File: src/design/agu_replay_params.svh
// sizing macros for the address-unit replay queue
// depth, pointer width, lanes per row, skip level and payload widths

`ifndef AGU_REPLAY_PARAMS_SVH
`define AGU_REPLAY_PARAMS_SVH

// row entries in the circular buffer
`define AGU_REPLAY_DEPTH 8
`define AGU_REPLAY_PTR_W 3

// memory operations arriving together per cycle
`define AGU_LANES 3

// occupancy that raises skip
`define AGU_SKIP_LEVEL 4

// operation payload widths
`define AGU_VADDR_W 44
`define AGU_REG_W 9

`endif

File: src/design/agu_replay_pkg.sv
// operation and row types for the replay queue
// one memory operation and one stored row of up to three operations

`default_nettype none

`include "agu_replay_params.svh"

package agu_replay_pkg;

  // one memory operation from the address unit
  typedef struct packed {
    logic [`AGU_VADDR_W-1:0] addr_main;
    logic [`AGU_REG_W-1:0]   reg_no;
    logic [1:0]              op_type;
    logic [4:0]              sz;
    logic                    invtlb;
    // access crosses a line boundary
    logic                    split;
    logic [4:0]              bank0;
    // load/store queue slot
    logic [8:0]              lsq;
    logic [9:0]              ii;
    logic [5:0]              wq;
    logic                    thread;
    logic                    lsflag;
    logic [3:0]              attr;
  } mem_op_t;

  // one row as held in storage
  // pending marks the lanes that had a conflict
  typedef struct packed {
    logic [`AGU_LANES-1:0]    pending;
    mem_op_t [`AGU_LANES-1:0] ops;
  } replay_row_t;

endpackage

`default_nettype wire

File: src/design/replay_row_if.sv
// row bus between the queue control and the row storage
// write port, next read address, read data and sweep status

`default_nettype none

`include "agu_replay_params.svh"

interface replay_row_if
  import agu_replay_pkg::*;
();

  logic                         wr_en;
  logic [`AGU_REPLAY_PTR_W-1:0] wr_addr;
  replay_row_t                  wr_row;
  // address the storage latches at the coming edge
  logic [`AGU_REPLAY_PTR_W-1:0] rd_addr_next;
  replay_row_t                  rd_row;
  // high while storage is being wiped after reset
  logic                         clearing;

  modport ctrl (output wr_en, wr_addr, wr_row, rd_addr_next, input rd_row, clearing);

  modport ram (input wr_en, wr_addr, wr_row, rd_addr_next, output rd_row, clearing);

endinterface

`default_nettype wire

File: src/design/agu_replay_top.sv
// top level of the address-unit replay queue
// row storage, queue control and lane picker tied together

`default_nettype none

`include "agu_replay_params.svh"

module agu_replay_top
  import agu_replay_pkg::*;
(
  input  logic                  clk,
  input  logic                  rst,
  input  mem_op_t               op0,
  input  mem_op_t               op1,
  input  mem_op_t               op2,
  input  logic [`AGU_LANES-1:0] conflict,
  input  logic                  read_clk_en,
  input  logic                  rs_stall,
  input  logic                  except,
  output logic                  out_en,
  output mem_op_t               out_op,
  output logic                  skip
);

  replay_row_t serve_row;
  logic        row_live;
  logic        row_done;

  // control to storage
  replay_row_if row_bus ();

  replay_row_ram u_ram (
    .clk (clk),
    .rst (rst),
    .row (row_bus.ram)
  );

  replay_queue_ctrl u_ctrl (
    .clk       (clk),
    .rst       (rst),
    .op0       (op0),
    .op1       (op1),
    .op2       (op2),
    .conflict  (conflict),
    .rs_stall  (rs_stall),
    .except    (except),
    .row_done  (row_done),
    .row       (row_bus.ctrl),
    .serve_row (serve_row),
    .row_live  (row_live),
    .skip      (skip)
  );

  replay_lane_picker u_picker (
    .clk         (clk),
    .rst         (rst),
    .serve_row   (serve_row),
    .row_live    (row_live),
    .read_clk_en (read_clk_en),
    .rs_stall    (rs_stall),
    .except      (except),
    .out_en      (out_en),
    .out_op      (out_op),
    .row_done    (row_done)
  );

endmodule

`default_nettype wire

File: src/design/replay_lane_picker.sv
// lane picker for the replay queue
// masks lanes already sent, selects the lowest pending lane,
// drives the replay output and signals the end of a row

`default_nettype none

`include "agu_replay_params.svh"

module replay_lane_picker
  import agu_replay_pkg::*;
(
  input  logic        clk,
  input  logic        rst,
  input  replay_row_t serve_row,
  input  logic        row_live,
  input  logic        read_clk_en,
  input  logic        rs_stall,
  input  logic        except,
  output logic        out_en,
  output mem_op_t     out_op,
  output logic        row_done
);

  logic [`AGU_LANES-1:0] sent;
  logic [`AGU_LANES-1:0] remain;
  logic [`AGU_LANES-1:0] sel;
  logic                  fire;

  assign remain = serve_row.pending & ~sent;

  // isolate the lowest set bit
  assign sel = remain & (~remain + 1'b1);

  assign fire = row_live & read_clk_en & ~rs_stall & ~except & (|remain);

  // nothing left once the selected lane goes
  assign row_done = fire & ~(|(remain & ~sel));
  assign out_en   = fire;

  // one-hot select of the outgoing operation
  always_comb begin
    out_op = '0;
    for (int i = 0; i < `AGU_LANES; i++) begin
      if (sel[i]) begin
        out_op = serve_row.ops[i];
      end
    end
  end

  // sent mask follows the served row across the bypass-to-storage handover
  always_ff @(posedge clk) begin
    if (rst || except) begin
      sent <= '0;
    end else if (row_done) begin
      sent <= '0;
    end else if (fire) begin
      sent <= sent | sel;
    end
  end

endmodule

`default_nettype wire

File: src/design/replay_queue_ctrl.sv
// replay queue control
// capture register, write/read pointers, valid bits and occupancy
// bypass of the captured row, flush on exception, skip hysteresis

`default_nettype none

`include "agu_replay_params.svh"

module replay_queue_ctrl
  import agu_replay_pkg::*;
(
  input  logic                  clk,
  input  logic                  rst,
  input  mem_op_t               op0,
  input  mem_op_t               op1,
  input  mem_op_t               op2,
  input  logic [`AGU_LANES-1:0] conflict,
  input  logic                  rs_stall,
  input  logic                  except,
  input  logic                  row_done,
  replay_row_if.ctrl            row,
  output replay_row_t           serve_row,
  output logic                  row_live,
  output logic                  skip
);

  replay_row_t                  cap_row;
  logic                         cap_vld;
  logic                         cap_take;
  logic [`AGU_REPLAY_PTR_W-1:0] wr_ptr;
  logic [`AGU_REPLAY_PTR_W-1:0] rd_ptr;
  logic [`AGU_REPLAY_PTR_W-1:0] rd_ptr_next;
  logic [`AGU_REPLAY_DEPTH-1:0] valid;
  logic [`AGU_REPLAY_PTR_W:0]   occ;
  logic                         any_valid;
  logic                         bypass;
  logic                         wr_go;
  logic                         keep_row;
  logic                         pop;

  // new row only when some lane conflicts and the unit can move
  assign cap_take = (|conflict) & ~except & ~rs_stall & ~row.clearing;

  // rows sit contiguously from rd_ptr, so any valid bit means the head is valid
  assign any_valid = |valid;
  assign bypass    = cap_vld & ~any_valid;

  // write the captured row one cycle after capture
  assign wr_go = cap_vld & ~rs_stall & ~except & ~row.clearing;

  // a bypassed row that finishes in its write cycle is never marked valid
  assign keep_row = wr_go & ~(bypass & row_done);
  assign pop      = row_done & any_valid;

  // head advances on every finished row, stored or bypassed
  always_comb begin
    if (except) begin
      rd_ptr_next = wr_ptr;
    end else if (row_done) begin
      rd_ptr_next = rd_ptr + 1'b1;
    end else begin
      rd_ptr_next = rd_ptr;
    end
  end

  // oldest stored row first, else the fresh capture
  assign serve_row = any_valid ? row.rd_row : cap_row;
  assign row_live  = any_valid | cap_vld;

  assign row.wr_en        = wr_go;
  assign row.wr_addr      = wr_ptr;
  assign row.wr_row       = cap_row;
  assign row.rd_addr_next = rd_ptr_next;

  // capture payload
  always_ff @(posedge clk) begin
    if (cap_take) begin
      cap_row.pending <= conflict;
      cap_row.ops     <= {op2, op1, op0};
    end
  end

  // pointers, valid vector and occupancy
  always_ff @(posedge clk) begin
    if (rst) begin
      cap_vld <= 1'b0;
      wr_ptr  <= '0;
      rd_ptr  <= '0;
      valid   <= '0;
      occ     <= '0;
    end else if (except) begin
      // flush everything, including a row still in the capture stage
      cap_vld <= 1'b0;
      valid   <= '0;
      occ     <= '0;
      rd_ptr  <= wr_ptr;
    end else if (!rs_stall) begin
      cap_vld <= cap_take;
      rd_ptr  <= rd_ptr_next;
      if (wr_go) begin
        wr_ptr <= wr_ptr + 1'b1;
      end
      if (pop) begin
        valid[rd_ptr] <= 1'b0;
      end
      if (keep_row) begin
        valid[wr_ptr] <= 1'b1;
      end
      occ <= occ + {{`AGU_REPLAY_PTR_W{1'b0}}, keep_row}
                 - {{`AGU_REPLAY_PTR_W{1'b0}}, pop};
    end
  end

  // skip rises at the high mark and holds until the queue drains
  always_ff @(posedge clk) begin
    if (rst) begin
      skip <= 1'b0;
    end else if (occ >= `AGU_SKIP_LEVEL) begin
      skip <= 1'b1;
    end else if (occ == '0) begin
      skip <= 1'b0;
    end
  end

endmodule

`default_nettype wire

File: src/design/replay_row_ram.sv
// row storage for the replay queue
// registered read address, write-first reads, post-reset clearing sweep

`default_nettype none

`include "agu_replay_params.svh"

module replay_row_ram
  import agu_replay_pkg::*;
(
  input  logic       clk,
  input  logic       rst,
  replay_row_if.ram  row
);

  replay_row_t                  mem [`AGU_REPLAY_DEPTH];
  logic [`AGU_REPLAY_PTR_W-1:0] rd_addr;
  logic [`AGU_REPLAY_PTR_W-1:0] clr_cnt;
  logic                         clearing;

  assign row.clearing = clearing;

  // address is registered, data is read straight from the array
  // so a write at the same edge is seen on the following cycle
  assign row.rd_row = mem[rd_addr];

  // sweep counter and read address
  always_ff @(posedge clk) begin
    if (rst) begin
      clearing <= 1'b1;
      clr_cnt  <= '0;
      rd_addr  <= '0;
    end else if (clearing) begin
      clr_cnt <= clr_cnt + 1'b1;
      // last entry reached, depth is a power of two
      if (&clr_cnt) begin
        clearing <= 1'b0;
      end
    end else begin
      rd_addr <= row.rd_addr_next;
    end
  end

  // array writes, the sweep owns the port until it finishes
  always_ff @(posedge clk) begin
    if (clearing && !rst) begin
      mem[clr_cnt] <= '0;
    end else if (row.wr_en && !clearing) begin
      mem[row.wr_addr] <= row.wr_row;
    end
  end

endmodule

`default_nettype wire

File: config.mk
export PLATFORM = sky130hd
export DESIGN_NAME = agu_replay_top
export DESIGN_NICKNAME = d
export VERILOG_FILES = /design/src/design/agu_replay_pkg.sv /design/src/design/replay_row_if.sv /design/src/design/agu_replay_top.sv /design/src/design/replay_lane_picker.sv /design/src/design/replay_queue_ctrl.sv /design/src/design/replay_row_ram.sv
export VERILOG_INCLUDE_DIRS = /design/src /design/src/design
export SDC_FILE = /design/constraint.sdc
export NUM_CORES = 2
export LEC_CHECK = 0
export BUFFER_PORTS_ARGS = -buffer_cell sky130_fd_sc_hd__buf_2
export CORE_AREA = 2 2 553 555
export CTS_CLUSTER_SIZE = 30
export DETAILED_ROUTE_END_ITERATION = 8
export DIE_AREA = 0 0 555 557
export PLACE_DENSITY = 0.47
export REMOVE_ABC_BUFFERS = 1
export SLEW_MARGIN = 20
export SYNTH_ARGS = -nofsm -noshare
export SYNTH_HDL_FRONTEND = slang
export SYNTH_SLANG_ARGS = --single-unit
File: constraint.sdc
create_clock -name clk -period 17.55 [get_ports clk]
set_clock_uncertainty 0.2 [all_clocks]
set_input_delay 1.755 -clock clk [delete_from_list [all_inputs] [get_ports clk]]
set_output_delay 1.755 -clock clk [all_outputs]
set_load 0.03 [all_outputs]
* Word-level counts from Yosys, hierarchy flattened
Memories as Yosys holds them, arrays and structs flattened. A register that Yosys moved wholly into a read port is not among the register bits.
Cells that the tools add are included.
** Word-level totals
- Bits in registers :: 327
- RAM bits :: 2376
- Output and inout bits :: 100
- Word-level logic and storage cells :: 144
- Memories kept :: 1
- Bits of input ports :: 302
** Memory list
- u_ram.mem :: words 8, width 297, rd ports 1, clocked after Yosys merged registers in 1, write ports 1, RTL line replay_row_ram.sv:16 : replay_row_t mem [`AGU_REPLAY_DEPTH];
** Cells by class
- Order comparisons :: 5
- Add/subtract/negate cells :: 6
- Bitwise logic cells :: 32
- Equality and inequality tests :: 1
- Reductions and logical operators :: 18
- Multiplexer cells :: 31
** Operators with widths (number)
- 2-to-1 mux 297 bit :: 2
- OR reduction 297 bit :: 1
- 2-to-1 mux 98 bit :: 3
- 2-to-1 mux 8 bit :: 5
- 2-to-1 mux 3 bit :: 7
- AND 1 bit :: 15
- adder 3 x 1 -> 3 bit (second input constant) :: 4
- 2-to-1 mux 1 bit :: 12
- AND 3 bit :: 3
- NOT 3 bit :: 3
- OR reduction 3 bit :: 3
- AND 8 bit :: 1
- < comparator 3 x 4 -> 1 bit (second input constant) :: 2
- NOT 8 bit :: 1
- OR 8 bit :: 1
- OR reduction 8 bit :: 1
- demux 1 bit (select 3 bit) :: 2
- greater-or-equal comparator 3 x 1 -> 1 bit (second input constant) :: 2
- NOT 1 bit :: 6
- AND reduction 3 bit :: 2
- adder 4 x 1 -> 4 bit :: 1
- greater-or-equal comparator 4 x 3 -> 1 bit (second input constant) :: 1
- logical AND 1 bit :: 4
- zero test 4 bit :: 1
- other kinds (8) :: 10

* Longest topological paths before layout
- Depth after elaboration :: 18
- Mapped depth :: 17
- Mapped depth without buffers :: 15

* Cells and area by module
A second synthesis with hierarchy kept.
** Unflattened totals
- Cell total of the unflattened synthesis :: 4829
- Area, all modules :: 107852.2 µm²
** By module, submodules not included
- replay_row_ram :: cells each 3814, seq. area each 71548.6 µm², area an instance 91682.9 µm², times used 1
- replay_queue_ctrl :: cells each 753, seq. area each 9318.9 µm², area an instance 14423.8 µm², times used 1
- replay_lane_picker :: cells each 262, seq. area each 60.1 µm², area an instance 1745.4 µm², times used 1

* Worst setup path after synthesis
No wires, ideal clock.
- Kind :: input-to-reg
- Start point :: input port rs_stall
- End point :: memory u_ram.mem[0][0] (netlist name) (enable)
- Buffers on the path :: 2
- Stages on the path :: 6
- Library setup time :: 0.961 ns
- Required time :: 16.389 ns
- Slack :: 1.177 ns
- Arrival :: 15.212 ns
- Path through :: clkbuf_1 nor3_1 clkbuf_1 nand2_1 o32a_1 nor2_1
** Between the ends
- Word-level cells in the longest chain between the ends :: 10
- Elaborated cells on any way between the ends :: 11
- Those cells by class :: mux: 5; bitwise: 4; reduce/logical: 2
** RTL lines
- from (decl) :: RTL line agu_replay_top.sv:18 : input logic rs_stall,
- NOT 1 bit (*) :: RTL line replay_queue_ctrl.sv:49 : assign wr_go = cap_vld & ~rs_stall & ~except & ~row.clearing;
- AND 1 bit (*) (3 in series) :: RTL line replay_queue_ctrl.sv:49
- logical AND 1 bit (*) :: RTL line replay_row_ram.sv:48 : end else if (row.wr_en && !clearing) begin
- 2-to-1 mux 1 bit (*) :: RTL line replay_row_ram.sv:48
- 2-to-1 mux 1 bit (*) :: RTL line replay_row_ram.sv:46 : if (clearing && !rst) begin
- 2-to-1 mux 1 bit (implied by the code) (*) :: RTL line replay_row_ram.sv:49 : mem[row.wr_addr] <= row.wr_row;
- OR reduction 297 bit (no source line)
- 2-to-1 mux 3 bit (no source line) or 2-to-1 mux 1 bit (tied branches)
- to (decl) :: RTL line replay_row_ram.sv:16
Every way passes the cells marked *; elsewhere a longest branch is shown, timed or not.

==> out/qor.txt <==
Detail Placement HPWL - 137.9 mm
Final Hold Viols - 0
gr ovfl total - 0
Detailed Route WL - 270.2 mm
CP Max Fanout - 54
Worst Setup End Kind - primary output
#FFs+latches synth - 2,706
post-route ant nets - 0
Cells after Synth - 5,291
Final Setup Violations - 0
initial antenna violation count - 34
CP Data Required Time - 15.59 ns
Total Power - 0.01365 W
most frequent cell after synthesis - edfxtp_1
worst hold path class - flop to flop
total I/O pin count - 402
Final WS setup - 8.544 ns
largest net degree at the start of global routing - 161
die width - 555 µm
H-tree depth - 5
largest family of logic cells by synthesized area - multiplexers
fin util - 0.4013
post-synthesis average cell area - 19.97 µm²
hold_buf cts - 0
total number of vias - 53,035
area delta synth->final - 15.50%
Post-synth top flop - edfxtp_1
Post-synth top cells - 2,673 x edfxtp_1, 594 x mux4_2, 323 x nor2_1
number of flops mapped to enable cells by yosys - 2,673
nets - 6,065
Syn Std Cell Area - 0.1056 mm²
post-synthesis sequential area ratio - 0.7660
RSZ-0062 raised after global routing - false
Iter 0 DRT Violations - 4,246
Max-Cap Viols - 0
Final TNS setup - 0 ns
via/cell ratio - 5.308
multiplexer area fraction after synthesis - 0.1551
initial core utilization - 0.3475
core area - 0.3040 mm²
clk_lat worst skew - 0.91 ns
Max clock buf depth - 4
library cells used by synthesis - 54
first-pass GRT wire length - 392.1 mm
Crit Path Category - flop to primary output
peak supply drop - 0.07095 mV
1st-pass router iterations - 5
drt drc - 0
Tcrit/Tclk final - 0.5131
Total Routing Usage GR - 0.1720
vias in the first global route - 55,937
CTS tree - done
die footprint - 0.3091 mm²
Reg area - 0.08094 mm²
top cells by area, synth - edfxtp_1 76%, mux4_2 13%, mux2i_1 2.9%
outcome - complete, no violations
placer's final routability congestion estimate - 0.7016
clock transition at the registers of the reported paths - 0.06 ns
post-CTS sizing - 0
f_max - 0.1110 GHz
# fillers - 27,138
xor/xnor share of the synthesized area - 0.0006632
post-synthesis compound-gate area fraction - 0.02816
Relative slew margins - 0.2586
share of the synthesized area in the top cell type - 0.7598
fin crit period - 9.006 ns
port bufs - 401
adder-cell share of the synthesized area - 0.001255
CP startpoint kind - flop
Cell Pwr Density - 111.8 mW/mm²
Sink Count - 2,706
DIE HEIGHT - 557 µm
Worst EP arrival - 7.05 ns
FP Rows - 203
DR WL/cell - 27.04 µm
area leader, netlist - edfxtp_1
number of post-CTS setup repair buffers - 0
Post-Synth Simple-Gate Area - 0.03503
fin. max-slew vios - 0
leak pwr - 42.43 nW
clock root buffer - clkbuf_16
Synth Warn # - 0
Worst Max-Slew Pin Slew - 1.100 ns
CTS buffer count - 305
share of layout cells above drive strength 1 - 0.2560
Post-synth ARST share - 0
area of the multi-input gates - 0.02337 mm²
DP Worst Slack - 9.182 ns
-- layer usage --
layer  up-vias  track usage  share of wire
li1      22639            -              -
met1     28655       0.2436           0.46
met2      1317       0.2791           0.47
met3       388      0.02529          0.048
met4        36      0.04293          0.022
met5         -            0        0.00081
-- flip-flops by register name, summed over array words and instances (netlist names), 3 cells and up, named ones only --
signal,count
u_ctrl.occ,4
u_picker.sent,3
u_ram.clr_cnt,3
u_ram.mem,2376
u_ctrl.row.wr_addr,3
u_ctrl.valid,8
u_ctrl.row.wr_row,297
u_ram.rd_addr,3
u_ctrl.rd_ptr,3
-- final timing paths --
kind              depth (start not counted)                          from                            to  slack, ns
setup / recovery                         11                          flop                    out_op[52]       8.54
hold / removal                            2  u_ctrl.valid[0]$_SDFFE_PP0N_  u_ctrl.valid[0]$_SDFFE_PP0N_       0.26
setup reg to reg                         16                          flop    u_ctrl.occ[2]$_SDFFE_PP0N_      11.37
hold reg to reg                           2  u_ctrl.valid[0]$_SDFFE_PP0N_  u_ctrl.valid[0]$_SDFFE_PP0N_       0.26
-- cell usage in the layout, fill, tap and decap left out, drive strengths merged, types with 101 or more instances in the layout --
cell and n:
edfxtp 2673, clkbuf 382, buf 509, o21ai 101, clkinv 126, and3 298, nand2 112, mux4 594
a21oi 302, nor2 323, mux2i 301
-- metrics by stage --
stage | hold WS (ns) | instance area, µm² | instances
2_1_floorplan | 0.2319 | 104300 | 4937
3_3_place_gp | 0.2511 | 112400 | 9443
3_5_place_dp | 0.2502 | 112400 | 9443
4_1_cts | 0.2577 | 122000 | 9986
5_1_grt | 0.2858 | 122000 | 9987
6_report | 0.2604 | 122000 | 9992
-- cell type report --
class / count / area share
timing repair buffer: 509 / 0.02476
sequential: 2706 / 0.6634
clock inverter: 161 / 0.01361
tap: 3997 / 0.04099
multi-input combinational: 2216 / 0.1915
antenna: 6 / 0.0001230
clock buffer: 382 / 0.06517
inverter: 15 / 0.0004717
-- critical path: stages (launching register included) --
cell and delay [ns]:
dfxtp_4 0.61, buf_4 0.60, buf_4 0.78, buf_4 0.71
buf_4 0.87, buf_4 0.91, mux4_2 0.36, mux2i_1 0.07
nor2_1 0.12, a21oi_1 0.05, o21ai_0 0.62, buf_2 0.32
-- logic make-up (layout without fill, tap and decap cells) --
group / count (synthesis) / in the layout
fa+ha+maj: 10 / 10
flops: 2706 / 2706
other cells: 0 / 6
simple gates: 764 / 764
buf+inv: 369 / 1067
mux: 895 / 895
compound gates: 539 / 539
xor+xnor: 8 / 8
-- where the power goes --
| group | switching, W | internal [W] |
|---|---|---|
| combinational | 0.000204 | 0.000110 |
| sequential | 0.0000233 | 0.00715 |
| clock | 0.00262 | 0.00354 |
| total | 0.00284 | 0.0108 |
(Power assumes the default switching activity.)
